<file path="config.mk">
export PLATFORM = sky130hd
export DESIGN_NAME = jtdsp16_ctrl
export DESIGN_NICKNAME = d
export VERILOG_FILES = /design/src/design/jtdsp16_pkg.sv /design/src/design/jtdsp16_ctrl.sv
export SDC_FILE = /design/constraint.sdc
export NUM_CORES = 1
export LEC_CHECK = 0
export BUFFER_PORTS_ARGS = -buffer_cell sky130_fd_sc_hd__buf_2
export CAP_MARGIN = 10
export CORE_ASPECT_RATIO = 1.75
export CORE_MARGIN = 2
export CORE_UTILIZATION = 29
export DETAILED_ROUTE_END_ITERATION = 10
export PLACE_DENSITY_LB_ADDON = 0.2
export SETUP_SLACK_MARGIN = 0.1
export SLEW_MARGIN = 20
export SYNTH_ARGS = -nofsm -noshare
export SYNTH_HDL_FRONTEND = slang
export SYNTH_SLANG_ARGS = --single-unit
</file>
<file path="constraint.sdc">
create_clock -name clk -period 1.05 [get_ports clk]
set_input_delay 0.21 -clock clk [delete_from_list [all_inputs] [get_ports clk]]
set_output_delay 0.21 -clock clk [all_outputs]
set_load 0.01 [all_outputs]
</file>
<file path="src/design/jtdsp16_pkg.sv">
package jtdsp16_pkg;

    // Default widths, overridden from the top level
    localparam int PC_W   = 12;
    localparam int RAM_AW = 11;

    // Instruction opcodes, upper nibble of the word
    typedef enum logic [3:0] {
        OP_NOP    = 4'h0,
        OP_GOTO   = 4'h1,
        // Return address is PC+1
        OP_CALL   = 4'h2,
        OP_RETURN = 4'h3,
        // Register load, r0-r3 or j
        OP_LDI    = 4'h4,
        // ext_data into RAM
        OP_LDX    = 4'h5,
        // RAM onto out_data
        OP_STO    = 4'h6
    } opcode_e;

    // Post-modify select, found in imm[1:0] of LDX/STO
    typedef enum logic [1:0] {
        INC_NONE   = 2'd0,
        INC_PLUS1  = 2'd1,
        INC_MINUS1 = 2'd2,
        // Add step register j
        INC_STEP   = 2'd3
    } inc_e;

    // Register-operand view of the 12-bit field
    typedef struct packed {
        logic [2:0] r_sel;
        logic [8:0] imm;
    } reg_op_t;

    // Operand is either a jump target or a register operand
    typedef union packed {
        logic [11:0] ja;
        reg_op_t     reg_op;
    } operand_u;

    // Full 16-bit instruction word
    typedef struct packed {
        opcode_e  opcode;
        operand_u operand;
    } instr_t;

    // Controller to YAAU, 16 bits
    typedef struct packed {
        logic       load;
        logic       post;
        logic [2:0] r_sel;
        inc_e       inc;
        logic [8:0] imm;
    } yaau_cmd_t;

    // RAM write port, 28 bits
    typedef struct packed {
        logic              we;
        logic [RAM_AW-1:0] addr;
        logic [15:0]       data;
    } ram_wr_t;

endpackage

</file>
<file path="src/design/jtdsp16_ctrl.sv">
`timescale 1ns/1ps

module jtdsp16_ctrl #(
    parameter int PC_W   = jtdsp16_pkg::PC_W,
    parameter int RAM_AW = jtdsp16_pkg::RAM_AW
) (
    input  logic                   clk,
    input  logic                   reset,
    input  logic                   cen,
    // Current instruction from ROM
    input  jtdsp16_pkg::instr_t    instr,
    // Data sources
    input  logic [15:0]            ext_data,
    input  logic [15:0]            ram_dout,
    input  logic [RAM_AW-1:0]      ram_addr,
    // Instruction tick
    output logic                   cen2,
    // XAAU controls
    output logic                   goto_ja,
    output logic                   call_ja,
    output logic                   ret,
    output logic [PC_W-1:0]        ja,
    // YAAU command
    output jtdsp16_pkg::yaau_cmd_t ycmd,
    // RAM write port
    output jtdsp16_pkg::ram_wr_t   ram_wr,
    // Output port
    output logic [15:0]            out_data,
    output logic                   out_stb
);

    import jtdsp16_pkg::*;

    logic    phase;
    reg_op_t reg_op;
    logic    ldx_tick;
    logic    sto_tick;
    logic [15:0] out_hold;

    // Divide cen by two
    // First enabled clock after reset is the idle half
    always_ff @(posedge clk) begin
        if (reset) begin
            phase <= 1'b0;
        end else if (cen) begin
            phase <= ~phase;
        end
    end

    assign cen2 = cen & phase;

    // Field views of the operand
    assign reg_op = instr.operand.reg_op;
    assign ja     = PC_W'(instr.operand.ja);

    // Decode, strobes only active on the tick
    always_comb begin
        goto_ja    = 1'b0;
        call_ja    = 1'b0;
        ret        = 1'b0;
        ldx_tick   = 1'b0;
        sto_tick   = 1'b0;
        ycmd.load  = 1'b0;
        ycmd.post  = 1'b0;
        // Register select stays live so the RAM address is stable
        ycmd.r_sel = reg_op.r_sel;
        ycmd.inc   = inc_e'(reg_op.imm[1:0]);
        ycmd.imm   = reg_op.imm;
        if (cen2) begin
            case (instr.opcode)
                OP_GOTO:   goto_ja = 1'b1;
                OP_CALL:   call_ja = 1'b1;
                OP_RETURN: ret = 1'b1;
                OP_LDI:    ycmd.load = 1'b1;
                OP_LDX: begin
                    ldx_tick  = 1'b1;
                    ycmd.post = 1'b1;
                end
                OP_STO: begin
                    sto_tick  = 1'b1;
                    ycmd.post = 1'b1;
                end
                // NOP and anything else
                default: ;
            endcase
        end
    end

    // RAM write at the pointer before post-modify
    always_comb begin
        ram_wr.we   = ldx_tick;
        ram_wr.addr = ram_addr;
        ram_wr.data = ext_data;
    end

    // Strobe lasts one clock, even if cen drops right after
    always_ff @(posedge clk) begin
        if (reset) begin
            out_stb <= 1'b0;
        end else begin
            out_stb <= sto_tick;
        end
    end

    // RAM read data lands on the same edge as the strobe
    // Hold it afterwards so out_data stays put
    always_ff @(posedge clk) begin
        if (out_stb) begin
            out_hold <= ram_dout;
        end
    end

    assign out_data = out_stb ? ram_dout : out_hold;

    // Only defined opcodes should ever reach the execute tick
    a_opcode_legal: assert property (
        @(posedge clk) disable iff (reset)
        cen2 |-> instr.opcode inside {OP_NOP, OP_GOTO, OP_CALL, OP_RETURN,
                                      OP_LDI, OP_LDX, OP_STO}
    ) else $error("jtdsp16_ctrl: undefined opcode %h", instr.opcode);

endmodule

</file>
* Yosys cells after proc, flatten, opt, wreduce, memory -nomap -nowiden
Index checks and enable logic that the tools add are counted.
** Word-level totals
- Bits in registers :: 18
- Input port bits :: 62
- Output and inout bits :: 77
- Word-level logic and storage cells :: 27
** Cells by class
- Equal/unequal tests :: 6
- Multiplexer cells :: 13
- Bitwise gates (word level) :: 3
- Reductions and logical operators :: 2
** Operators with widths (number)
- $mux W16 :: 1
- $eq A4 B3 Y1 const B :: 3
- $mux W1 :: 11
- $eq A4 B2 Y1 const B :: 2
- $eq A4 B1 Y1 const B :: 1
- $reduce_or A2 Y1 :: 2
- $mux W2 :: 1
- $not A1 Y1 :: 2
- $and A1 B1 Y1 :: 1

* Longest topological paths before layout
- Word-level depth :: 4
- Depth in mapped cells :: 3
- Depth with buffers taken out :: 2

* Worst setup path before layout
OpenSTA, ideal clock, no wires.
- Path type :: reg-to-output
- Start :: reg out_stb
- End :: out out_data[10]
- Arrival time :: 0.968 ns
- Data required time :: 0.840 ns
- Path slack :: -0.128 ns
- Cell stages (with the launch flop) :: 4
- Path buffers :: 2
- Path through :: dfxtp_1 > buf_6 > buf_12 > mux2_4
** On the way
- Longest elaborated chain between the ends :: 1
** Ends and longest elaborated chain
- from (decl) :: line jtdsp16_ctrl.sv:29 : output logic out_stb
- from (signal assigned) :: line jtdsp16_ctrl.sv:101 : out_stb <= sto_tick;
- $mux W16
- to (decl) :: line jtdsp16_ctrl.sv:28 : output logic [15:0] out_data,
No other way between the ends.

* Worst setup path after layout
- Start :: reg out_stb
- End :: out out_data[8]
Same word-level chain as after synthesis.

==> results.json <==
{
  "status": "finished, violations left",
  "violations_in_the_final_reports": "negative setup slack",
  "max_slew_margin": 0.8435,
  "power.share.sequential": 0.441,
  "maxClockFrequency_ghz": 0.7077,
  "die_h_um": 85.38,
  "fillers": 364,
  "layout-drive-gt1-share": 0.7857,
  "power_switching_mw": 0.3972,
  "placed_cells_incl_taps": 151,
  "max_capacitance_violation_count": 0,
  "power_switching_share": 0.2279,
  "synth.avg_cell_area_um2": 10.45,
  "detailedRoute.firstPassIterationCount": 1,
  "fin_worst_hold_slack_ns": 0.1531,
  "power_per_cell_area_nw_per_um2": 1272,
  "number_of_nets_produced_by_synthesis": 167,
  "layoutNonFillerInstCount": 158,
  "routed_wire_length_per_instance_um": 13.23,
  "cts_tree": "yes",
  "area_growth_syn_to_layout_pct": 24.86,
  "synth_cell_types": 15,
  "num_vias": 680,
  "path_class": "reg2out",
  "finalCriticalPeriod_ns": 1.413,
  "clk_pin_slew_ns": 0.07,
  "ff2ff_path_depth": 3,
  "final_cell_mix": "buf_2 (28), buf_6 (21), mux2_4 (16), dfxtp_1 (16), buf_4 (7)",
  "chipWidth_um": 50.50,
  "post-dp-hpwl_um": 1700,
  "finalCritPeriodShare": 1.346,
  "final.setup_skew_ns": 0.0008527,
  "final_hold_viol_count": 0,
  "seq_area_um2": 367.9,
  "detail-route-antenna-nets": 0,
  "synthesis.yosys.warnings": 0,
  "worstMarginPinSlew_ns": 0.2330,
  "initial_core_util": 0.3024,
  "drc_errors": 0,
  "clkSinkCount": 18,
  "multi_input_area_um2": 396.6,
  "timing.critical_path.fanout_max": 10,
  "placement.setup.worst_slack_ns": -0.1269,
  "drt_wl_total_um": 2090,
  "grt_pass1_wl_um": 3298,
  "class_of_the_most_critical_hold_timing_path": "in2reg",
  "htree_num_levels": 1,
  "slew_violations": 0,
  "drt_first_iter_violations": 0,
  "vdd.ir_drop.worst_uv": 623.0,
  "numCtsBuffers": 3,
  "power.share.clock": 0.316,
  "viasPerCell": 4.304,
  "min_delay_path_depth": 2,
  "clockBufferDepth": 2,
  "groute.usage.overall": 0.09943,
  "io_buffers": 46,
  "synth_area_um2": 1097,
  "nets": 175,
  "pin_count": 139,
  "number_of_instances_in_the_synthesized_netlist": 105,
  "ant_cells": 0,
  "clock_insertion_delay_worst_skew_ns": 0.25,
  "static-leakage-power_nw": 0.6302,
  "synth_seq_cells": 18,
  "pin_count_of_the_biggest_net_entering_global_routing": 11,
  "core.rowCount": 29,
  "start_kind": "register",
  "fp.coreArea_um2": 3628,
  "share_comb_of_total_power": 0.243,
  "data_arrival_time_of_the_worst_path_ns": 1.20,
  "yosysSeqAreaShare": 0.3284,
  "rsz_0062_raised_after_global_routing": "true",
  "most_common_cell_after_layout_fill_and_taps_aside": "buf_2",
  "floorplan.die_area_um2": 4311,
  "antenna_found_initial": 0,
  "first_global_vias": 715,
  "setup_viol_count_final": 24,
  "layout.core_utilization": 0.3776,
  "worst_ep_required_time_ns": 0.84,
  "grt_overflow": 0,
  "final.setup.worst_slack_ns": -0.3629,
  "timing.critical_path.to_type": "output pin",
  "gpl.final_weighted_congestion": 0.6773,
  "clock-root-buffer": "clkbuf_8",
  "power_report.internal_total_mw": 1.346
}
==> cell families after synthesis <==
kind of cell,Yosys count,synth area share
xor+xnor,1,0.007983
buf+inv,57,0.4014
simple gates,12,0.05930
compound gates,1,0.004557
flops,18,0.3284
mux,16,0.1984
==> final cells by class <==
cell class / count / share of cell area
clock buffers: 4 / 0.04018
inverters: 1 / 0.002740
multi-input cells: 30 / 0.2895
flip-flops and latches: 18 / 0.2685
well taps: 46 / 0.04201
repair buffers: 59 / 0.3571
==> metal layers <==
layer	routed length [µm]	global-route usage
met5	0	0
met4	27	0.02703
met3	391	0.08275
met2	985	0.1651
met1	686	0.09051
==> worst max-delay path, stage by stage (launching register included) <==
cell	delay [ns]
dfxtp_4	0.37
buf_12	0.14
mux2_4	0.31
buf_6	0.12
==> Yosys cell counts (all sizes together) <==
cell / n / area share
nand2b: 2 / 0.011
nor2: 2 / 0.0068
a21oi: 1 / 0.0046
xnor2: 1 / 0.0080
nand2: 2 / 0.0068
dfxtp: 18 / 0.33
buf: 56 / 0.40
nand4b: 1 / 0.0080
inv: 1 / 0.0034
nor3: 2 / 0.0091
mux2: 16 / 0.20
nor4: 3 / 0.017
==> power groups by stage <==
stage | Clock, mW | Combinational (mW) | Sequential (mW)
4_1_cts | 0.582 | 0.421 | 0.770
5_1_grt | 0.616 | 0.453 | 0.774
2_1_floorplan | 0 | 0.362 | 0.779
6_report | 0.551 | 0.423 | 0.769
3_3_place_gp | 0 | 0.305 | 0.783
3_5_place_dp | 0 | 0.307 | 0.784
==> sequential cells by signal, indices dropped and copies added, names as in the netlist <==
signal,flops
out_hold,16
out_stb,1
phase,1
==> worst paths after layout <==
check / to / slack (ns) / startpoint
setup reg to reg: out_stb$_SDFF_PP0_ / 0.08 / phase$_SDFFE_PP0P_
setup / recovery: out_data[8] / -0.36 / out_stb$_SDFF_PP0_
hold reg to reg: out_hold[5]$_DFF_P_ / 0.48 / out_hold[5]$_DFF_P_
hold / removal: out_stb$_SDFF_PP0_ / 0.15 / reset
==> timing repair <==
item,in CTS,in global routing
resized for setup,32,2
hold buffers,0,0
endpoints found under the hold margin,0,0
buffers inserted,1,3
pin swaps,4,0
endpoints found under the setup margin,38,35
==> metrics by stage <==
| step | power (mW) | setup TNS, ns | area [µm²] |
|---|---|---|---|
| 4_1_cts | 1.773 | -7.884 | 1351 |
| 5_1_grt | 1.844 | -8.857 | 1370 |
| 2_1_floorplan | 1.141 | -0.8175 | 1157 |
| 3_5_place_dp | 1.091 | -2.278 | 1121 |
| 3_3_place_gp | 1.088 | -2.208 | 1121 |
| 6_report | 1.743 | -7.525 | 1370 |
No activity file was read; power rests on OpenSTA's default activity.
