### src/design/jtdsp16_pkg.sv
package jtdsp16_pkg;

    // Default widths, overridden from the top level
    localparam int PC_W   = 12;
    localparam int RAM_AW = 11;

    // Instruction opcodes, upper nibble of the word
    typedef enum logic [3:0] {
        OP_NOP    = 4'h0,
        OP_GOTO   = 4'h1,
        // Return address is PC+1
        OP_CALL   = 4'h2,
        OP_RETURN = 4'h3,
        // Register load, r0-r3 or j
        OP_LDI    = 4'h4,
        // ext_data into RAM
        OP_LDX    = 4'h5,
        // RAM onto out_data
        OP_STO    = 4'h6
    } opcode_e;

    // Post-modify select, found in imm[1:0] of LDX/STO
    typedef enum logic [1:0] {
        INC_NONE   = 2'd0,
        INC_PLUS1  = 2'd1,
        INC_MINUS1 = 2'd2,
        // Add step register j
        INC_STEP   = 2'd3
    } inc_e;

    // Register-operand view of the 12-bit field
    typedef struct packed {
        logic [2:0] r_sel;
        logic [8:0] imm;
    } reg_op_t;

    // Operand is either a jump target or a register operand
    typedef union packed {
        logic [11:0] ja;
        reg_op_t     reg_op;
    } operand_u;

    // Full 16-bit instruction word
    typedef struct packed {
        opcode_e  opcode;
        operand_u operand;
    } instr_t;

    // Controller to YAAU, 16 bits
    typedef struct packed {
        logic       load;
        logic       post;
        logic [2:0] r_sel;
        inc_e       inc;
        logic [8:0] imm;
    } yaau_cmd_t;

    // RAM write port, 28 bits
    typedef struct packed {
        logic              we;
        logic [RAM_AW-1:0] addr;
        logic [15:0]       data;
    } ram_wr_t;

endpackage

### src/design/jtdsp16_ram_aau.sv
`timescale 1ns/1ps

module jtdsp16_ram_aau #(
    parameter int RAM_AW = jtdsp16_pkg::RAM_AW
) (
    input  logic                   clk,
    input  logic                   reset,
    // Instruction tick
    input  logic                   cen,
    // Command from the controller
    input  jtdsp16_pkg::yaau_cmd_t cmd,
    // RAM address
    output logic [RAM_AW-1:0]      ram_addr
);

    import jtdsp16_pkg::*;

    // Pointer registers r0-r3
    logic [RAM_AW-1:0] ptr [0:3];
    // Step register
    logic [RAM_AW-1:0] j;
    logic [1:0]        idx;
    logic [RAM_AW-1:0] cur;
    logic [RAM_AW-1:0] step;
    logic [RAM_AW-1:0] ptr_next;

    // Pointer select, j is not addressable here
    assign idx = cmd.r_sel[1:0];
    assign cur = ptr[idx];

    // Increment amount
    always_comb begin
        case (cmd.inc)
            INC_PLUS1:  step = RAM_AW'(1);
            // All ones subtracts one modulo 2**RAM_AW
            INC_MINUS1: step = '1;
            INC_STEP:   step = j;
            default:    step = '0;
        endcase
    end

    // Wraps naturally at RAM_AW bits
    assign ptr_next = cur + step;

    always_ff @(posedge clk) begin
        if (reset) begin
            for (int i = 0; i < 4; i++) begin
                ptr[i] <= '0;
            end
            j <= '0;
        end else if (cen) begin
            if (cmd.load) begin
                // Select 4 is j, 5-7 write nothing
                if (cmd.r_sel == 3'd4) begin
                    j <= RAM_AW'(cmd.imm);
                end else if (!cmd.r_sel[2]) begin
                    ptr[idx] <= RAM_AW'(cmd.imm);
                end
            end else if (cmd.post) begin
                ptr[idx] <= ptr_next;
            end
        end
    end

    // Address before post-modify, used by this instruction
    assign ram_addr = cur;

    // Load and post-modify target the same pointer file
    // the decoder keeps them apart
    a_load_xor_post: assert property (
        @(posedge clk) disable iff (reset)
        !(cmd.load && cmd.post)
    ) else $error("jtdsp16_ram_aau: load and post-modify together");

endmodule

### config.mk
export PLATFORM = sky130hd
export DESIGN_NAME = jtdsp16_ram_aau
export DESIGN_NICKNAME = d
export VERILOG_FILES = /design/src/design/jtdsp16_pkg.sv /design/src/design/jtdsp16_ram_aau.sv
export SDC_FILE = /design/constraint.sdc
export NUM_CORES = 1
export LEC_CHECK = 0
export BUFFER_PORTS_ARGS = -buffer_cell sky130_fd_sc_hd__buf_2
export CAP_MARGIN = 10
export CORE_ASPECT_RATIO = 1.4
export CORE_UTILIZATION = 35
export DETAILED_ROUTE_END_ITERATION = 8
export MAX_ROUTING_LAYER = met4
export PLACE_DENSITY = 0.62
export SLEW_MARGIN = 20
export SYNTH_ARGS = -nofsm -noshare
export SYNTH_HDL_FRONTEND = slang
export SYNTH_SLANG_ARGS = --single-unit
### constraint.sdc
create_clock -name clk -period 3.8 [get_ports clk]
set_clock_uncertainty 0.1 [all_clocks]
set_input_delay 0.38 -clock clk [delete_from_list [all_inputs] [get_ports clk]]
set_output_delay 0.38 -clock clk [all_outputs]
set_load 0.005 [all_outputs]
# Word-level counts from Yosys, hierarchy flattened
# Memories as Yosys holds them, arrays and structs flattened.
# Cells that the tools add are included.
# Widths: inputs -> output; s select.
# classes
addsub	1
mul	0
div	0
magnitude_cmp	0
n_eq_ne	4
n_shift	0
n_mux	18
bitwise	1
reduce_logical	2
# ops
cell	count
$pmux 11 s3	1
$mux 11	2
$mux 1	14
$add 11x11->11	1
$reduce_or 11->1	1
$eq 2x2->1 const B	2
$eq 3x3->1 const B	1
$reduce_and 3->1	1
$eq 2x1->1 const B	1
$mux 2	1
$or 1x1->1	1
# totals
register_bits	9
latchBits	0
ram_bits	44
mem_bits_ro	0
input_bits	19
out_inout_bits	11
word_cells	28
n_memories	1
# mem_list
memory	depth	width	rd	rd_clocked_by_memory_dff	write_ports	line_no	rtl
ptr	4	11	1	0	4	jtdsp16_ram_aau.sv:19	logic [RAM_AW-1:0] ptr [0:3];

# Depth between registers and ports, before layout
# Gate-level depths: netlist of run 1.
# logic_depth
depth_word	9
ltp_mapped	12
mapped_depth_nobuf	11

# Worst setup path after synthesis of run 1
# No wires, ideal clock.
# synth_path
path_kind	input to register
start	in cmd[11] (netlist name)
end	mem ptr[0][4], data pin
setup_ps	266
t_arrival_ps	2653
t_required_ps	3434
setup_slack_ps	781
cell_stages	11
n_path_buf	2
cell_sequence	buf_6 > buf_2 > mux4_2 > ha_1 > inv_1 > fa_1 > nor2b_1 > o21a_1 > or3_1 > a32oi_1 > nor2_1
# synth_lines
item	line_no	rtl
from (decl)	jtdsp16_ram_aau.sv:11	input jtdsp16_pkg::yaau_cmd_t cmd,
to (decl)	jtdsp16_ram_aau.sv:19	

==> results of run 1 <==
[power breakdown]
group / switching, W / internal [W]
clock: 0.000192 / 0.000195
sequential: 0.00000646 / 0.000651
combinational: 0.000115 / 0.0000775
[cell families after synthesis]
kind of cell / after synthesis / synth area share, %
xor gates and xnor gates: 4 / 1.214
and+or+nand+nor: 83 / 13.70
buffers and inverters: 22 / 3.339
AOI/OAI and AO/OA: 51 / 12.27
adders and majority gates: 11 / 5.030
DFF: 53 / 52.04
muxes: 22 / 12.40
[cells in the mapped netlist (2+ instances only)]
cell and count:
nor2_1 47, edfxtp_1 44, a21oi_1 11, mux2i_1 11, mux4_2 11, ha_1 10
inv_1 10, nand2_1 10, dfxtp_1 9, o21a_1 8, clkbuf_1 6, o21ai_0 6
buf_2 5, a21o_1 4, nand2b_1 4, nor2b_1 4, o211ai_1 3, o22ai_1 3
or2_1 3, xor2_1 3, a211oi_1 2, a22oi_1 2, and3_1 2, o211a_1 2
or3b_1 2
[worst max-delay path, cell delays in order]
cell,delay [ps]
buf_2,380
mux4_2,600
ha_1,330
a211oi_1,450
o21ai_1,210
a31oi_1,240
mux2i_1,380
nor2_1,90
[state kept, by name, indices dropped and copies added, names as in the netlist]
name  flops
j         9
ptr      44
[layer usage]
metal / part of all wire [%] / up-vias / wire [um]
met5: 0 / - / 0
met4: 3.1 / 0 / 210
met3: 3.0 / 15 / 203
met2: 55 / 44 / 3686
met1: 39 / 1000 / 2578
li1: - / 959 / -
[per-stage QoR]
step	utilization (%)	setup slack (ps)
2_1_floorplan	-	781.2
5_1_grt	41.13	436.4
4_1_cts	41.13	717.9
6_report	41.13	681.6
3_5_place_dp	39.76	389.4
3_3_place_gp	39.76	421.2
[layout make-up]
class	instances	share of cell area [%]
inverters	10	1.163
flip-flops and latches	53	46.53
repair buffers	32	5.196
clock inverters	2	1.202
well taps	100	3.877
multi-input cells	171	39.90
clock buffers	5	2.133
[worst max path at each step]
stage	startpoint	end	slack, ps	cells after the start
6_report	cmd[11]	ptr[0][9]	680	8
5_1_grt	cmd[11]	ptr[1][9]	440	8
4_1_cts	cmd[11]	ptr[0][9]	720	8
3_5_place_dp	cmd[11]	ptr[0][9]	390	8
3_3_place_gp	cmd[11]	ptr[1][9]	420	8
2_1_floorplan	cmd[11]	ptr[0][4]	780	11
==> qor.yml, run 1 <==
synth:
  syn_nets: 276
  synth_largest_area_cell: "edfxtp_1"
  ys_ff_latch: 53
  ys_seq_area_share_pct: 52.04
  synth.top_cell.area_share_pct: 45.79
  ys.flop_type: "edfxtp_1"
  synth.distinct_cells: 49
  syn_area_mm2: 0.002885
  yosysWarnings: 0
  synth-edff-count: 44
  syn_area_per_cell_um2: 11.73
  async_flop_share_pct: 0
  synth_cells: 246
  synth.area.top_cells: "edfxtp_1 46%, mux4_2 8.6%, dfxtp_1 6.2%, nor2_1 6.1%, ha_1 4.3%"
route:
  drt_iter0_markers: 100
  routedWlPerCell_um: 17.91
  drt-pass1-iter-count: 4
  remaining_drc_errors: 0
  num_vias: 2018
  via_per_inst: 5.410
  routed_wirelength_mm: 6.679
  ant_nets: 0
cts:
  clk_transition_reported_paths_ps: 100
  cts_hold_buf: 0
  postCtsSetupBuffers: 0
  cts_root_buf: "clkbuf_8"
  cts_tree: "done"
  htree_levels: 2
  clk_latency_ps: 310
  clkSinkCount: 53
  ctsResizeCount: 0
  cts_buffers: 5
  clk_path_buf_depth: 2
run:
  max_cap_viol_count: 0
grt:
  grt_use_total_pct: 17.14
  top_usage_layer: "met2"
  antenna_found_initial: 0
  grt_max_degree: 17
  grt_first_pass_wirelength_mm: 10.58
  met1_usage_pct: 17.29
  met3_usage_pct: 2.407
  grtUsageMet2_pct: 32.17
  grt_pass1_vias: 2085
  gr-total-overflow: 0
final_layout:
  postLayoutCellArea_mm2: 0.003227
  drive_above_1_share_pct: 19.41
  most-common-layout-cells: "47 x nor2_1, 44 x edfxtp_1, 29 x buf_2"
  regArea_mm2: 0.001501
  diodes: 0
  multiInputGateArea_mm2: 0.001287
  final_common_cell: "nor2_1"
  nets: 303
  syn2layout_area_growth_pct: 11.84
  fillers: 752
  final-instance-count-excl-fill: 373
timing:
  slew_headroom_pct: 56.00
  max_freq_mhz: 320.7
  hold_slack_ps: 205.8
  tns_ps: 0
  max_slew.worst_pin.slew_ps: 658.1
  drv_slew: 0
  period_minus_slack_ps: 3118
  setup_viol: 0
  hold_viol_final: 0
  rsz0062_at_grt: "no"
  finalCritPeriodShare_pct: 82.06
min_path:
  hold_class: "in2reg"
  holdPathStages: 3
  hold_start: "cmd[1]"
  holdPathEnd: "j[1]"
critical_path:
  startpoint_type: "primary input"
  crit_required_ps: 3760
  crit_arrival_ps: 3080
  reg2reg_from: "ptr[0][1]"
  path_max_fanout: 15
  r2r-end: "ptr[0][9]"
  rr_worst_depth: 7
  end_kind: "flop"
  r2r_slack_ps: 860
  worstSetupPathType: "in2reg"
power:
  p_total_w: 0.001238
  ir_worst_vdd_v: 0.0001972
  p_leak_nw: 1.358
  power_density_mw_per_mm2: 383.5
floorplanning:
  die_area_mm2: 0.008616
  initial_core_util_pct: 36.78
  die_h_um: 109.4
  die_w_um: 78.74
  num_rows: 38
  core_area_mm2: 0.007845
  pin_count: 30
outcome:
  status: "finished, final reports clean"
placement:
  globalplace.congestion: 0.8789
  dp_hpwl_mm: 5.057
  placement.io_buffers: 29
  numPlacedInstances: 366
  place_area_mm2: 0.003119
(Power assumes the default switching activity.)
==> inputs of run 2 (changes only) <==
PLACE_DENSITY = 0.64   (was 0.62)
clock period = 2.8 ns   (was 3.8 ns; I/O delays follow)
==> qor.yml, run 2 (synthesis results as in run 1) <==
placement:
  globalplace.congestion: 0.8279
  place_ws_ps: -340.9
  dp_hpwl_mm: 5.767
  placement.io_buffers: 29
timing:
  max_freq_mhz: 368.4
  drv_slew: 0
  finalCritPeriodShare_pct: 96.96
  worst_slack_ps: 85.20
  period_minus_slack_ps: 2715
  max_slew.worst_pin.slew_ps: 706.7
  hold_slack_ps: 115.5
  slew_headroom_pct: 52.75
  hold_viol_final: 0
  setup_viol: 0
grt:
  antenna_found_initial: 0
  grt_first_pass_wirelength_mm: 11.32
  grt_pass1_vias: 2285
  grt_use_total_pct: 18.67
  gr-total-overflow: 0
  grt_max_degree: 18
cts:
  cts_buffers: 5
  htree_levels: 2
  clk_latency_ps: 310
  cts_root_buf: "clkbuf_8"
  cts_hold_buf: 0
  cts_tree: "done"
  clkSinkCount: 53
  clk_transition_reported_paths_ps: 100
  clk_path_buf_depth: 2
final_layout:
  largest_reg_flops: 44
  drive_above_1_share_pct: 33.86
  reg_top3: "ptr x44, j x9"
  final_util_pct: 46.68
  syn2layout_area_growth_pct: 26.93
  final_common_cell: "nor2_1"
  diodes: 0
  top_register: "ptr"
  most-common-layout-cells: "47 x nor2_1, 44 x buf_4, 44 x edfxtp_1, 29 x buf_2"
  nets: 348
floorplanning:
  die_w_um: 78.74
  num_rows: 38
  core_area_mm2: 0.007845
  initial_core_util_pct: 36.78
  die_area_mm2: 0.008616
  pin_count: 30
  die_h_um: 109.4
power:
  p_int_w: 0.001245
  p_clk_share_pct: 26.0
  power_frac_seq_pct: 52.4
  power.switching_w: 0.0004554
  power_density_mw_per_mm2: 464.3
  p_leak_nw: 1.591
  ir_worst_vdd_v: 0.0002342
  combPwrFrac_pct: 21.6
  switching_share_pct: 26.78
critical_path:
  path_max_fanout: 4
  crit_required_ps: 2760
  startpoint_type: "flop"
  crit_arrival_ps: 2680
  worstSetupPathType: "reg2reg"
  end_kind: "flop"
route:
  routedWlPerCell_um: 17.36
  ant_nets: 0
  via_per_inst: 5.248
  num_vias: 2199
  routed_wirelength_mm: 7.272
  drt-pass1-iter-count: 6
  drt_iter0_markers: 91
  remaining_drc_errors: 0
run:
  max_cap_viol_count: 0
min_path:
  hold_class: "in2reg"
outcome:
  status: "finished, final reports clean"
-- run 2: cell count changes in the layout (fill, tap and decap cells not counted), moves of 2 or more --
cell      change
buf_4        +41
buf_12        +4
ha_1          -3
a211oi_1      -2
ha_2          +2
-- run 2: repair_timing --
| action | CTS | global route |
|---|---|---|
| pin swaps | 1 | 2 |
| endpoints found under the hold margin | 0 | 0 |
| resized for setup | 2 | 8 |
| endpoints found under the setup margin | 8 | 26 |
| setup buffers | 0 | 1 |
-- run 2: final timing paths --
kind / startpoint / to / slack [ps] / depth (start not counted)
max: ptr[3][2] / ptr[2][8] / 90 / 7
min: cmd[5] / j[5] / 120 / 3
max reg2reg: ptr[3][2] / ptr[2][8] / 90 / 7
min reg2reg: j[6] / j[6] / 410 / 2
-- run 2: final cells by class --
cell class / count / area [um2]
Clock buffer: 5 / 68.82
Clock inverter: 3 / 21.27
Fill cell: 771 / 4183
Inverter: 10 / 37.54
Multi-Input combinational cell: 171 / 1353
Sequential cell: 53 / 1501
Tap cell: 100 / 125.1
Timing Repair Buffer: 77 / 555.5
-- run 2: worst max-delay path: stages (launching register included) --
cell and delay, ps:
edfxtp_1 370, mux4_2 510, ha_1 370, nor2b_2 200, o31a_1 280, o211a_1 270
a211oi_4 260, nor2_1 90
-- run 2: routing by layer --
layer | vias up | global-route usage [%] | wire length, um
li1 | 1052 | - | -
met1 | 1095 | 19.47 | 2761
met2 | 38 | 34.41 | 4112
met3 | 14 | 2.490 | 181
met4 | 0 | 8.995 | 216
met5 | - | - | 0
-- run 2: power groups by stage --
stage	sequential [W]	combinational (W)	clock, W
after floorplan	0.000906	0.000180	0
after global placement	0.000908	0.000349	0
after detailed placement	0.000910	0.000353	0
after CTS	0.000892	0.000357	0.000458
after global routing	0.000894	0.000397	0.000481
final	0.000891	0.000368	0.000442
-- run 2: per-stage QoR --
step                setup TNS [ps]  total power [W]  instance area (um2)  instances
global placement             -3697         0.001258                 3507        410
floorplan                        0         0.001086                 2899        246
CTS                              0         0.001706                 3610        418
finish                           0         0.001700                 3662        419
global route                -4.869         0.001772                 3662        419
detailed placement           -4337         0.001263                 3507        410
==> inputs of run 3 (changes only) <==
CORE_ASPECT_RATIO = unset   (was 1.4)
SLEW_MARGIN = 25   (was 20)
==> qor.yml, run 3 (synthesis results as in run 1) <==
critical_path:
  cp_slowest_stage_delay_ps: 520
  crit_slowest_cell: "mux4_2"
  cp-startpoint: "ptr[2][0]"
  startpoint_type: "flop"
  crit_arrival_ps: 2690
  path_max_fanout: 4
  end_kind: "flop"
  reg2reg_from: "ptr[2][0]"
  worstSetupPathType: "reg2reg"
  crit_required_ps: 2760
  crit_chain: "mux4_2 > ha_4 > inv_2 > fa_2 > nor2b_2 > o31a_1 > o211a_1 > a211oi_4 > nor2_1"
timing:
  period_minus_slack_ps: 2723
  hold_viol_final: 0
  rsz0062_at_grt: "yes"
  drv_slew: 0
  slew_headroom_pct: 58.63
  max_slew.worst_pin.slew_ps: 614.1
  max_freq_mhz: 367.3
  setup_viol: 0
  tns_ps: 0
  finalCritPeriodShare_pct: 97.24
outcome:
  status: "finished, final reports clean"
grt:
  grt_use_total_pct: 17.20
  antenna_found_initial: 0
  grt_first_pass_wirelength_mm: 10.81
  gr-total-overflow: 0
  grt_max_degree: 17
  grt_pass1_vias: 2164
floorplanning:
  die_w_um: 92.80
  pin_count: 30
  num_rows: 32
  initial_core_util_pct: 36.77
  core_area_mm2: 0.007848
  die_area_mm2: 0.008611
  die_h_um: 92.80
route:
  drt-pass1-iter-count: 4
  num_vias: 2129
  routedWlPerCell_um: 17.04
  drt_iter0_markers: 96
  via_per_inst: 5.257
  remaining_drc_errors: 0
  ant_nets: 0
  routed_wirelength_mm: 6.900
placement:
  placement.io_buffers: 29
  place_area_mm2: 0.003359
  numPlacedInstances: 397
  globalplace.congestion: 0.8421
  dp_hpwl_mm: 5.228
cts:
  cts_tree: "done"
  clk_latency_ps: 310
  clk_transition_reported_paths_ps: 100
  cts_root_buf: "clkbuf_8"
  cts_hold_buf: 0
  clkSinkCount: 53
  clk_path_buf_depth: 2
  cts_buffers: 5
  htree_levels: 2
min_path:
  hold_class: "in2reg"
  hold_start: "cmd[7]"
power:
  combPwrFrac_pct: 18.9
  p_int_w: 0.001304
  p_leak_nw: 1.517
  p_total_w: 0.001748
  power.switching_w: 0.0004438
  power_frac_seq_pct: 51.0
  switching_share_pct: 25.39
  ir_worst_vdd_v: 0.0001895
  p_clk_share_pct: 30.1
  power_density_mw_per_mm2: 493.2
final_layout:
  reg_top3: "ptr x44, j x9"
  most-common-layout-cells: "46 x nor2_1, 44 x edfxtp_1, 32 x buf_4, 29 x buf_2"
  final_common_cell: "nor2_1"
  syn2layout_area_growth_pct: 22.85
  diodes: 0
  top_register: "ptr"
  largest_reg_flops: 44
  drive_above_1_share_pct: 30.69
  nets: 333
  final-instance-count-excl-fill: 405
  postLayoutCellArea_mm2: 0.003545
run:
  max_cap_viol_count: 0
-- run 3: through the flow --
stage,utilization (%),hold WS (ps),worst slack [ps]
final,45.17,119.8,77.29
after global placement,42.81,372.9,-140.0
after floorplan,-,323.9,25.92
after detailed placement,42.81,386.7,-174.0
after global routing,45.17,120.0,-43.80
after CTS,44.31,118.9,7.526
-- run 3: cell type report --
class | instances | area [um2]
inverter | 10 | 37.54
tap | 102 | 127.6
clock buffer | 5 | 68.82
sequential | 53 | 1501
timing repair buffer | 62 | 405.4
multi-input combinational | 171 | 1365
clock inverter | 2 | 38.79
fill | 738 | 4303
-- run 3: layer usage --
metal  wire [um]  GRT usage (%)  vias to the layer above  part of all wire [%]
met5           0              -                        -                     0
met4          90          5.128                        0                   1.3
met3         261          3.284                        9                   3.8
met2        3496          28.68                       41                    51
met1        3052          21.20                     1059                    44
li1            -              -                     1020                     -
-- run 3: worst paths after layout --
path               end  slack [ps]  cells after the start
min reg2reg       j[5]         410                      2
max reg2reg  ptr[1][8]          80                      9
max          ptr[1][8]          80                      9
min               j[7]         120                      3
-- run 3: power by group through the flow --
| stage | Combinational (W) | Clock [W] | Sequential, W |
|---|---|---|---|
| 2_1_floorplan | 0.000180 | 0 | 0.000906 |
| 3_3_place_gp | 0.000307 | 0 | 0.000908 |
| 3_5_place_dp | 0.000311 | 0 | 0.000910 |
| 4_1_cts | 0.000315 | 0.000540 | 0.000892 |
| 5_1_grt | 0.000361 | 0.000566 | 0.000894 |
| 6_report | 0.000331 | 0.000526 | 0.000891 |
-- run 3: critical path: cells and delay by family (launching register included) --
kind | cells | cell delay, ps
and+or+nand+nor | 2 | 140
muxes | 1 | 520
adders and majority gates | 2 | 400
AOI/OAI and AO/OA | 3 | 880
buffers and inverters | 1 | 50
DFF | 1 | 380
-- run 3: what timing repair did --
item | 4_1_cts | 5_1_grt
buffers inserted | 0 | 1
gates resized for setup | 2 | 11
pin swaps | 0 | 10
hold endpoints to repair | 0 | 0
endpoints found under the setup margin | 3 | 18
