File: src/design/jtdsp16_pkg.sv
package jtdsp16_pkg;

    // Default widths, overridden from the top level
    localparam int PC_W   = 12;
    localparam int RAM_AW = 11;

    // Instruction opcodes, upper nibble of the word
    typedef enum logic [3:0] {
        OP_NOP    = 4'h0,
        OP_GOTO   = 4'h1,
        // Return address is PC+1
        OP_CALL   = 4'h2,
        OP_RETURN = 4'h3,
        // Register load, r0-r3 or j
        OP_LDI    = 4'h4,
        // ext_data into RAM
        OP_LDX    = 4'h5,
        // RAM onto out_data
        OP_STO    = 4'h6
    } opcode_e;

    // Post-modify select, found in imm[1:0] of LDX/STO
    typedef enum logic [1:0] {
        INC_NONE   = 2'd0,
        INC_PLUS1  = 2'd1,
        INC_MINUS1 = 2'd2,
        // Add step register j
        INC_STEP   = 2'd3
    } inc_e;

    // Register-operand view of the 12-bit field
    typedef struct packed {
        logic [2:0] r_sel;
        logic [8:0] imm;
    } reg_op_t;

    // Operand is either a jump target or a register operand
    typedef union packed {
        logic [11:0] ja;
        reg_op_t     reg_op;
    } operand_u;

    // Full 16-bit instruction word
    typedef struct packed {
        opcode_e  opcode;
        operand_u operand;
    } instr_t;

    // Controller to YAAU, 16 bits
    typedef struct packed {
        logic       load;
        logic       post;
        logic [2:0] r_sel;
        inc_e       inc;
        logic [8:0] imm;
    } yaau_cmd_t;

    // RAM write port, 28 bits
    typedef struct packed {
        logic              we;
        logic [RAM_AW-1:0] addr;
        logic [15:0]       data;
    } ram_wr_t;

endpackage

File: src/design/jtdsp16_rom_aau.sv
`timescale 1ns/1ps

module jtdsp16_rom_aau #(
    parameter int PC_W = jtdsp16_pkg::PC_W
) (
    input  logic            clk,
    input  logic            reset,
    // Instruction tick
    input  logic            cen,
    // Flow control from the decoder
    input  logic            goto_ja,
    input  logic            call_ja,
    input  logic            ret,
    input  logic [PC_W-1:0] ja,
    // ROM request
    output logic [PC_W-1:0] rom_addr
);

    // Program counter
    logic [PC_W-1:0] pc;
    // Return register, a single level
    logic [PC_W-1:0] pr;
    logic [PC_W-1:0] pc_inc;
    logic [PC_W-1:0] pc_next;

    // Sequential address, wraps at PC_W bits
    assign pc_inc = pc + 1'b1;

    // Next address selection
    always_comb begin
        if (goto_ja || call_ja) begin
            pc_next = ja;
        end else if (ret) begin
            pc_next = pr;
        end else begin
            pc_next = pc_inc;
        end
    end

    always_ff @(posedge clk) begin
        if (reset) begin
            pc <= '0;
            pr <= '0;
        end else if (cen) begin
            pc <= pc_next;
            // Call saves the address after itself
            if (call_ja) begin
                pr <= pc_inc;
            end
        end
    end

    // Fetch address straight from the PC
    // ROM read adds its own register
    assign rom_addr = pc;

    // Decoder must never ask for two jumps at once
    a_one_jump: assert property (
        @(posedge clk) disable iff (reset)
        $onehot0({goto_ja, call_ja, ret})
    ) else $error("jtdsp16_rom_aau: more than one jump control active");

endmodule

File: config.mk
export PLATFORM = sky130hd
export DESIGN_NAME = jtdsp16_rom_aau
export DESIGN_NICKNAME = d
export VERILOG_FILES = /design/src/design/jtdsp16_pkg.sv /design/src/design/jtdsp16_rom_aau.sv
export SDC_FILE = /design/constraint.sdc
export NUM_CORES = 1
export LEC_CHECK = 0
export ABC_AREA = 1
export BUFFER_PORTS_ARGS = -buffer_cell sky130_fd_sc_hd__buf_2
export CORE_UTILIZATION = 40
export CTS_CLUSTER_SIZE = 24
export DETAILED_ROUTE_END_ITERATION = 10
export PLACE_DENSITY_LB_ADDON = 0.2
export SLEW_MARGIN = 5
export SYNTH_ARGS = -nofsm -noshare
export SYNTH_HDL_FRONTEND = slang
export SYNTH_SLANG_ARGS = --single-unit
File: constraint.sdc
create_clock -name clk -period 1.5 [get_ports clk]
set_clock_uncertainty 0.2 [all_clocks]
set_input_delay 0.15 -clock clk [delete_from_list [all_inputs] [get_ports clk]]
set_output_delay 0.15 -clock clk [all_outputs]
set_load 0.02 [all_outputs]
### Yosys cells after proc, flatten, opt, wreduce, memory -nomap -nowiden

Cells that the tools add are included.

| word-level totals | value |
|---|---|
| output and inout bits | 12 |
| logic and storage cells | 7 |
| bits of input ports | 18 |
| flip-flop bits (word level) | 24 |

| cells by class | value |
|---|---|
| muxes and demuxes | 2 |
| reductions and logical operators | 2 |
| add/subtract/negate cells | 1 |

Operator list:

| kind | count |
|---|---|
| $mux 12 | 2 |
| $add 12x1->12 const B | 1 |
| $reduce_and 2->1 | 1 |
| $logic_or 1x1->1 | 1 |

### Depth between registers and ports, before layout

Gate-level depths: netlist of the first run.

| depth | value |
|---|---|
| depth in word-level cells | 3 |
| gate-level depth with buffers | 9 |
| mapped depth without buffers | 9 |

### Worst setup path after synthesis of the first run

OpenSTA, ideal clock, no wires.

| timing path | value |
|---|---|
| path kind | reg2reg |
| start | register pc[1] (netlist: rom_addr[1]) |
| end | register pc[10] (netlist: rom_addr[10]) |
| stages on the path, launching flop included | 9 |
| arrival | 1.296 ns |
| setup time | 0.122 ns |
| data required time | 1.178 ns |
| period minus slack after synthesis | 1.618 ns |
| path buffers | 0 |
| path slack | -0.118 ns |
| path through | dfxtp_1 > ha_1 > nand3_2 > nor2_4 > nand3_1 > nand2_1 > nand2_1 > nand2_1 > a21oi_2 |

| on the way | value |
|---|---|
| word-level cells in the longest chain between the ends | 3 |

RTL lines:

| element | line | source |
|---|---|---|
| start, declared | jtdsp16_rom_aau.sv:20 | `logic [PC_W-1:0] pc;` |
| start signal, assigned | jtdsp16_rom_aau.sv:45 | `pc <= pc_next;` |
| $add 12x1->12 | jtdsp16_rom_aau.sv:27 | `assign pc_inc = pc + 1'b1;` |
| $mux 12 | jtdsp16_rom_aau.sv:33 | `end else if (ret) begin` |
| $mux 12 | jtdsp16_rom_aau.sv:31 | `if (goto_ja \|\| call_ja) begin` |

No other way between the ends.
A chain may end at the register's enable or synchronous reset.

### Worst setup path after layout of the first run

| timing path | value |
|---|---|
| start | register pc[1] (netlist: rom_addr[1]) |
| end | register pc[5] (netlist: rom_addr[5]) |

Same word-level chain as after synthesis.

==> flow_summary.yaml, run 1 <==
placed_design:
  placed_area_um2: 1610
  gp_congestion: 0.785
  hpwl_um: 2300
  place_inst: 272
  io_buffers: 29
power:
  intPower_mw: 1.11
  powerDensity_nw_per_um2: 836
  p_leak_nw: 0.814
  pwr-share-clk: 0.317
  switching_share: 0.288
  ir_worst_vdd_mv: 0.393
  total_power_mw: 1.56
  p_comb_frac: 0.220
  seqPwrFrac: 0.464
  p_switching_mw: 0.448
setup_path:
  r2r_setup_slack_ps: 90
  arrival_ps: 1460
  crit_fanout: 4
  reg2reg_depth: 7
  timing.rr.start: "rom_addr[1]"
  startpoint_type: "flop"
  r2r_end: "rom_addr[5]"
  endpoint_kind: "flop"
  worst-setup-path-type: "flop to flop"
  worstPathRequired_ps: 1550
routing:
  drcViolationCount: 0
  drt_iter0_drc: 74
  via_per_inst: 4.90
  routed_wl_um: 3470
  wire_per_inst_um: 11.9
  dr_total_vias: 1431
  postRouteAntennaNets: 0
  first_pass_iters: 4
sta:
  slew_viol_final: 0
  max_freq_mhz: 709
  setup_violations: 0
  min_period_over_period: 0.941
  period_needed_ps: 1410
  hold_violations: 0
  slew_headroom: 0.826
  tightestPinTransition_ps: 261
  rsz0062_at_grt: "yes"
synth:
  synth_nets: 216
  syn-cell-area_um2: 1350
  yosys.area.top_type_share: 0.355
  syn_inst: 197
  synthTopCellsByArea: "dfxtp_1 (35%), a21oi_1 (11%), o21ai_0 (8.1%)"
  ys_seq_area_frac: 0.355
  synth_area_leader_cell: "dfxtp_1"
  yosysUniqueCellTypes: 25
  yosys_warnings: 0
  synth_seq_cells: 24
  synth_area_per_cell_um2: 6.87
clock_network:
  tritoncts: "done"
  clock_latency_ps: 340
  clkSinkCount: 24
  cts_buffers: 3
  clockBufferDepth: 2
  root_buffer: "clkbuf_4"
  clk_pin_slew_ps: 160
  htreeDepth: 1
die:
  start_util: 0.433
  ioPinCount: 30
  die-width_um: 60.2
  core_area_um2: 3130
  std_cell_rows: 20
  die_area_um2: 3620
  die_h_um: 60.2
global_route:
  grt_pass1_vias: 1238
  track_usage: 0.201
  antenna_found_initial: 0
  grt_overflow: 0
  grt_pass1_wl_um: 5420
  grt_start_max_net_pins: 25
hold_path:
  min_to: "rom_addr[0]"
  hp-class: "input pin to flop"
  whs_path_depth: 3
  hp-start: "ret"
finish:
  drive_gt1_frac: 0.274
  finalNetCount: 268
  stdcell_count: 292
  area_growth_pct: 37.6
  final_area_um2: 1860
  antenna-diode-count: 0
  fillCellCount: 284
flow_run:
  drv_cap: 0
outcome:
  status: "complete, no violations"
## cell usage after synthesis (all sizes together)
cell and number:
a211oi 1, a21oi 34, buf 6, clkbuf 5, dfxtp 24, ha 1
inv 22, nand2 29, nand3 15, nand3b 3, nand4 1, nor2 22
o211ai 6, o21ai 23, or2 1, xnor2 3, xor2 1
## worst max-delay path by stage
stage	start	to	slack, ps	cells after the start
2_1_floorplan	rom_addr[1]	rom_addr[10]	7	8
3_3_place_gp	rom_addr[0]	pr[8]	90	8
3_5_place_dp	rom_addr[0]	pr[8]	50	8
4_1_cts	cen	pr[11]	20	7
5_1_grt	rom_addr[1]	rom_addr[10]	-30	9
6_report	rom_addr[1]	rom_addr[5]	90	7
## flip-flops by register name (all words and copies together), names as in the netlist
signal,count
pr,12
rom_addr,12
## placed cells by master (no fill, tap or decap), drive strengths merged
| master | instances |
|---|---|
| or2 | 1 |
| ha | 1 |
| nand3 | 15 |
| inv | 21 |
| clkinvlp | 2 |
| nand3b | 3 |
| xor2 | 1 |
| a21oi | 34 |
| nand4 | 1 |
| nor2 | 22 |
| buf | 43 |
| xnor2 | 3 |
| nand2 | 29 |
| bufinv | 1 |
| clkbuf | 3 |
| o21ai | 23 |
| dlygate4sd3 | 14 |
| dfxtp | 24 |
| o211ai | 6 |
| a211oi | 1 |
## kinds of logic (layout without fill, tap and decap cells)
kind of cell,count (synthesis),in the layout,synth area share
simple gates,71,71,0.247
compound gates,64,64,0.258
buf+inv,33,84,0.105
flops,24,24,0.355
xor+xnor,4,4,0.0259
fa+ha+maj,1,1,0.00924
## critical path, stage by stage, from the launching register on
cell and delay (ps):
dfxtp_2 380, buf_4 140, nand3_2 120, nor2_4 140
xnor2_1 150, nand2_1 70, nand2_1 80, a21oi_1 60
## what timing repair did
action	in CTS	in global routing
setup buffers	0	1
resized for setup	0	13
setup endpoints to repair	0	14
endpoints found under the hold margin	15	0
hold buffers	14	0
## cell type report
cell class	count	area [um^2]	area share
Multi-Input combinational cell	140	771	0.414
Timing Repair inverter	1	7.51	0.00403
Inverter	22	86.3	0.0463
Clock inverter	1	30.0	0.0161
Sequential cell	24	488	0.262
Clock buffer	3	22.5	0.0121
Tap cell	44	55.1	0.0295
Timing Repair Buffer	57	403	0.216
## per-layer routing
| metal | global-route usage | part of all wire | wire length [um] |
|---|---|---|---|
| met5 | 0 | 0 | 0 |
| met2 | 0.338 | 0.45 | 1560 |
| met1 | 0.260 | 0.50 | 1720 |
| met3 | 0.0281 | 0.038 | 131 |
| met4 | 0.0731 | 0.016 | 56 |
## stage by stage
step / hold WS [ps] / util / setup TNS, ps / setup WS (ps)
global placement: 174 / 0.514 / 0 / 87.8
CTS: 36.5 / 0.576 / 0 / 19.2
finish: 34.7 / 0.596 / 0 / 88.9
floorplan: 28.5 / - / 0 / 6.70
detailed placement: 178 / 0.514 / 0 / 53.0
global route: 34.6 / 0.596 / -50.1 / -29.7
## power groups by stage
| stage | Combinational (mW) | Clock [mW] | Sequential (mW) |
|---|---|---|---|
| floorplan | 0.158 | 0 | 0.761 |
| global placement | 0.297 | 0 | 0.730 |
| detailed placement | 0.299 | 0 | 0.731 |
| CTS | 0.328 | 0.488 | 0.716 |
| global route | 0.380 | 0.522 | 0.729 |
| finish | 0.342 | 0.493 | 0.722 |
Note: power is estimated with default switching activity, not from simulation.
==> run 2: changes to the inputs <==
--- a/config.mk
+++ b/config.mk
@@ -7,7 +7,7 @@
 export LEC_CHECK = 0
 export ABC_AREA = 1
 export BUFFER_PORTS_ARGS = -buffer_cell sky130_fd_sc_hd__buf_2
-export CORE_UTILIZATION = 40
+export CORE_UTILIZATION = 30
 export CTS_CLUSTER_SIZE = 24
 export DETAILED_ROUTE_END_ITERATION = 10
 export PLACE_DENSITY_LB_ADDON = 0.2
==> run 2 against run 1 <==
  * Sequential power is 0.6% lower
  * Core utilization is 16 points lower
  * Routed wire length is 4.2% higher
  * Design area is 1.3% higher
  * Global-route usage is 4.1 points lower
  * Hold slack better by 60 ps
  * Final cell count is 3.8% higher
  * Flip-flop and latch count stayed put
  * Worst setup slack worse by 21 ps
  * Clock power is 6.3% lower
  * Power is 1.6% lower
  * Largest cell class unchanged
  * Largest power group unchanged
==> flow_summary.yaml, run 2 (synthesis gave the netlist of run 1 again) <==
clock_network:
  clkSinkCount: 24
  clock_latency_ps: 270
  clk_pin_slew_ps: 90
  cts_buffers: 3
  htreeDepth: 1
  root_buffer: "clkbuf_8"
  clockBufferDepth: 2
  tritoncts: "done"
placed_design:
  io_buffers: 29
  hpwl_um: 2490
  gp_congestion: 0.735
routing:
  dr_total_vias: 1449
  routed_wl_um: 3610
  drcViolationCount: 0
  postRouteAntennaNets: 0
  via_per_inst: 4.78
  drt_iter0_drc: 44
  first_pass_iters: 4
  wire_per_inst_um: 11.9
global_route:
  grt_pass1_wl_um: 6140
  antenna_found_initial: 0
  grt_overflow: 0
  grt_start_max_net_pins: 25
  track_usage: 0.160
  grt_pass1_vias: 1330
power:
  p_switching_mw: 0.451
  switching_share: 0.294
  p_leak_nw: 0.844
  seqPwrFrac: 0.468
  intPower_mw: 1.08
  powerDensity_nw_per_um2: 812
  ir_worst_vdd_mv: 0.312
  p_comb_frac: 0.230
  pwr-share-clk: 0.301
finish:
  fillCellCount: 452
  layout_commonest_cell: "a21oi_1"
  fin_util: 0.433
  finalNetCount: 271
  layout_common_cells: "a21oi_1 (31), buf_2 (29), nand2_1 (28)"
  area_growth_pct: 39.4
  drive_gt1_frac: 0.267
  antenna-diode-count: 0
sta:
  fin_tns_setup_ps: 0
  hold_violations: 0
  min_period_over_period: 0.955
  rsz0062_at_grt: "yes"
  setup_violations: 0
  slew_headroom: 0.703
  tightestPinTransition_ps: 445
  max_freq_mhz: 698
  period_needed_ps: 1430
  slew_viol_final: 0
die:
  start_util: 0.311
  die_h_um: 69.2
  die-width_um: 69.2
  std_cell_rows: 24
  core_area_um2: 4350
  ioPinCount: 30
  die_area_um2: 4790
setup_path:
  arrival_ps: 1440
  endpoint_kind: "flop"
  worstPathRequired_ps: 1510
  crit_fanout: 5
  startpoint_type: "flop"
  worst-setup-path-type: "flop to flop"
flow_run:
  drv_cap: 0
outcome:
  status: "complete, no violations"
hold_path:
  hp-class: "input pin to flop"
run 2: worst max-delay path, stage by stage (launching register included):
cell and delay (ps):
dfxtp_2 360, ha_4 150, nand3_4 80, nor2_4 150, buf_4 120, nand2_1 50
nand3_1 80, nand2_1 60, a21oi_1 100
run 2: metrics by stage:
step                      hold WS [ps]  power [mW]  worst slack (ps)  cell area (um^2)  cells
final                             94.7        1.53              67.7              1890    303
after global routing               125        1.62             -51.3              1890    303
after CTS                         94.5        1.54              51.9              1850    301
after detailed placement           176        1.05              61.0              1660    284
after global placement             180        1.05              86.6              1660    284
after floorplan                   28.5       0.919              6.70              1360    197
run 2: final cells by class:
class,instances,area (um^2),area share
Sequential cell,24,485,0.257
Timing Repair Buffer,61,443,0.235
Tap cell,52,65.1,0.0345
Inverter,22,82.6,0.0438
Multi-Input combinational cell,140,756,0.401
Clock buffer,4,55.1,0.0292
run 2: worst paths after layout:
kind | startpoint | end | slack [ps] | cells after the start
max | rom_addr[1] | rom_addr[6] | 70 | 8
min | ret | rom_addr[1] | 90 | 3
max reg2reg | rom_addr[1] | rom_addr[6] | 70 | 8
min reg2reg | pr[0] | pr[0] | 260 | 2
run 2: power by group through the flow:
| stage | sequential (mW) | clock, mW | combinational, mW |
|---|---|---|---|
| floorplan | 0.761 | 0 | 0.158 |
| global placement | 0.727 | 0 | 0.323 |
| detailed placement | 0.728 | 0 | 0.324 |
| CTS | 0.713 | 0.475 | 0.351 |
| global route | 0.724 | 0.495 | 0.396 |
| finish | 0.718 | 0.462 | 0.353 |
run 2: repair_timing:
| item | in CTS | in global routing |
|---|---|---|
| hold endpoints to repair | 15 | 0 |
| hold buffers | 13 | 0 |
| setup buffers | 0 | 2 |
| setup endpoints to repair | 0 | 8 |
| gates resized for setup | 0 | 5 |
run 2: layer usage:
metal | share of wire | vias to the layer above | global-route usage
met1 | 0.54 | 638 | 0.222
met2 | 0.41 | 36 | 0.247
met5 | 0 | - | 0
li1 | - | 768 | -
met4 | 0.020 | 0 | 0.0680
met3 | 0.026 | 7 | 0.0218
==> run 3: changes to the inputs <==
--- a/config.mk
+++ b/config.mk
@@ -5,12 +5,12 @@
 export SDC_FILE = /design/constraint.sdc
 export NUM_CORES = 1
 export LEC_CHECK = 0
-export ABC_AREA = 1
 export BUFFER_PORTS_ARGS = -buffer_cell sky130_fd_sc_hd__buf_2
-export CORE_UTILIZATION = 30
+export CORE_UTILIZATION = 53
 export CTS_CLUSTER_SIZE = 24
 export DETAILED_ROUTE_END_ITERATION = 10
 export PLACE_DENSITY_LB_ADDON = 0.2
+export REMOVE_ABC_BUFFERS = 1
 export SLEW_MARGIN = 5
 export SYNTH_ARGS = -nofsm -noshare
 export SYNTH_HDL_FRONTEND = slang
==> run 3 against run 2 <==
  * The flow now finishes with violations (negative setup slack)
  * Core utilization is 36 points higher
  * Sequential share of layout area fell by 0.49 points
  * Largest power group unchanged
  * Global-route usage is 15 points higher
  * Largest cell class unchanged
  * Power down 8.0%
==> flow_summary.yaml, run 3 <==
setup_path:
  crit_chain: "ha_4 > nand3_4 > nor3_1 > o311ai_1 > a211oi_1"
  timing.rr.start: "rom_addr[1]"
  path_delay_family: "simple AND/OR/NAND/NOR gates"
  arrival_ps: 1670
  worstPathRequired_ps: 1530
  crit_buf_inv: 0
  max_stage_delay_ps: 390
  cpMaxStageDelayCell: "dfxtp_2"
  r2r_setup_slack_ps: -140
  reg2reg_depth: 5
  endpoint_kind: "flop"
  crit_fanout: 4
  r2r_end: "rom_addr[6]"
  startpoint_type: "flop"
  worst-setup-path-type: "flop to flop"
outcome:
  violations: "negative setup slack"
  status: "finished, violations left"
sta:
  rsz0062_at_grt: "yes"
  setup_violations: 12
  period_needed_ps: 1640
  min_period_over_period: 1.09
  max_freq_mhz: 609
  setup_slack_ps: -141
  tightestPinTransition_ps: 346
  slew_viol_final: 0
  hold_violations: 0
  slew_headroom: 0.768
  hold_slack_ps: 12.3
finish:
  finalNetCount: 250
  final_area_um2: 1960
  antenna-diode-count: 0
  layout_common_cells: "buf_2 (29), buf_4 (26), nor2_1 (19)"
  area_growth_pct: 42.5
  layout_commonest_cell: "buf_2"
  drive_gt1_frac: 0.397
die:
  die-width_um: 53.0
  std_cell_rows: 18
  die_h_um: 53.0
  ioPinCount: 30
  die_area_um2: 2810
  start_util: 0.556
  core_area_um2: 2480
clock_network:
  tritoncts: "done"
  clockBufferDepth: 2
  root_buffer: "clkbuf_4"
  clk_pin_slew_ps: 130
  clock_latency_ps: 310
  clkSinkCount: 24
  htreeDepth: 1
  cts_buffers: 3
routing:
  drcViolationCount: 0
  dr_total_vias: 1581
  drt_iter0_drc: 61
  routed_wl_um: 4400
  postRouteAntennaNets: 0
  first_pass_iters: 4
  wire_per_inst_um: 17.0
  via_per_inst: 6.10
global_route:
  grt_start_max_net_pins: 15
  track_usage: 0.314
  grt_pass1_vias: 1423
  antenna_found_initial: 0
  grt_overflow: 0
  grt_pass1_wl_um: 6510
synth:
  synth_commonest_cells: "dfxtp_1 (24), nor2_1 (19), a21oi_1 (15)"
  ys_seq_area_frac: 0.349
  synth_edf_count: 0
  yosysMostFrequentCell: "dfxtp_1"
  synth_seq_cells: 24
  yosys.area.top_type_share: 0.349
  async_reset_ff_frac: 0
  syn_inst: 169
  synthTopCellsByArea: "dfxtp_1 (35%), a211oi_1 (5.4%), a21oi_1 (5.4%)"
  synth-main-ff-cell: "dfxtp_1"
  synth_area_per_cell_um2: 8.15
  syn-cell-area_um2: 1380
  yosysUniqueCellTypes: 48
  synth_area_leader_cell: "dfxtp_1"
  yosys_warnings: 0
placed_design:
  hpwl_um: 2840
  io_buffers: 29
  placed_area_um2: 1700
  pre_cts_ws_ps: -206
  gp_congestion: 0.828
power:
  powerDensity_nw_per_um2: 719
  p_leak_nw: 0.786
  ir_worst_vdd_mv: 0.546
hold_path:
  hp-start: "ja[10]"
  hp-class: "input pin to flop"
  min_to: "rom_addr[10]"
  whs_path_depth: 3
flow_run:
  drv_cap: 0
-- run 3: cell type report --
class                   count  area [um^2]
well taps                  30         37.5
repair buffers             68          474
fillers                   164          514
multi-input cells         129          915
flip-flops and latches     24          495
clock buffers               3         22.5
inverters                   5         18.8
-- run 3: what timing repair did --
item / CTS / global route
endpoints found under the hold margin: 12 / 1
resized for setup: 19 / 9
buffers inserted: 0 / 3
endpoints found under the setup margin: 18 / 17
hold buffers: 9 / 1
pin swaps: 11 / 4
-- run 3: metal layers --
layer  global-route usage  wire length, um  vias up
met3               0.0316              268       16
met2                0.523             2220       74
met5                    0                0        -
met1                0.405             1780      748
met4                0.140              123        0
li1                     -                -      743
-- run 3: worst max-delay path by stage --
stage / from / endpoint / cells after the start
floorplan: rom_addr[0] / rom_addr[10] / 5
global placement: rom_addr[0] / rom_addr[4] / 6
detailed placement: rom_addr[0] / rom_addr[10] / 5
CTS: rom_addr[1] / rom_addr[10] / 5
global route: rom_addr[1] / rom_addr[6] / 5
finish: rom_addr[1] / rom_addr[6] / 5
-- run 3: logic make-up (layout without fill, tap and decap cells) --
group           count (synthesis)  in the layout  share of synthesized area
mux                             2              2                     0.0145
simple gates                   61             61                      0.237
compound gates                 58             58                      0.291
fa+ha+maj                       1              1                    0.00908
buf+inv                        16             76                     0.0554
xor+xnor                        7              7                     0.0445
flops                          24             24                      0.349
-- run 3: metrics by stage --
stage	total power [mW]	setup TNS, ps	std cells	util
2_1_floorplan	0.899	-2850	158	-
3_3_place_gp	1.05	-714	243	0.685
3_5_place_dp	1.07	-1190	243	0.685
4_1_cts	1.39	-461	255	0.767
5_1_grt	1.47	-1480	259	0.792
6_report	1.41	-696	259	0.792
-- run 3: tightest hold or removal path, delay by kind of cell --
kind	cells	cell delay, ps
buffers and inverters	1	90
AO/OA/AOI/OAI	2	250
-- run 3: report_power, final --
part,switching (mW),internal (mW)
sequential,0.0432,0.683
clock,0.192,0.0938
combinational,0.217,0.182
total,0.452,0.959
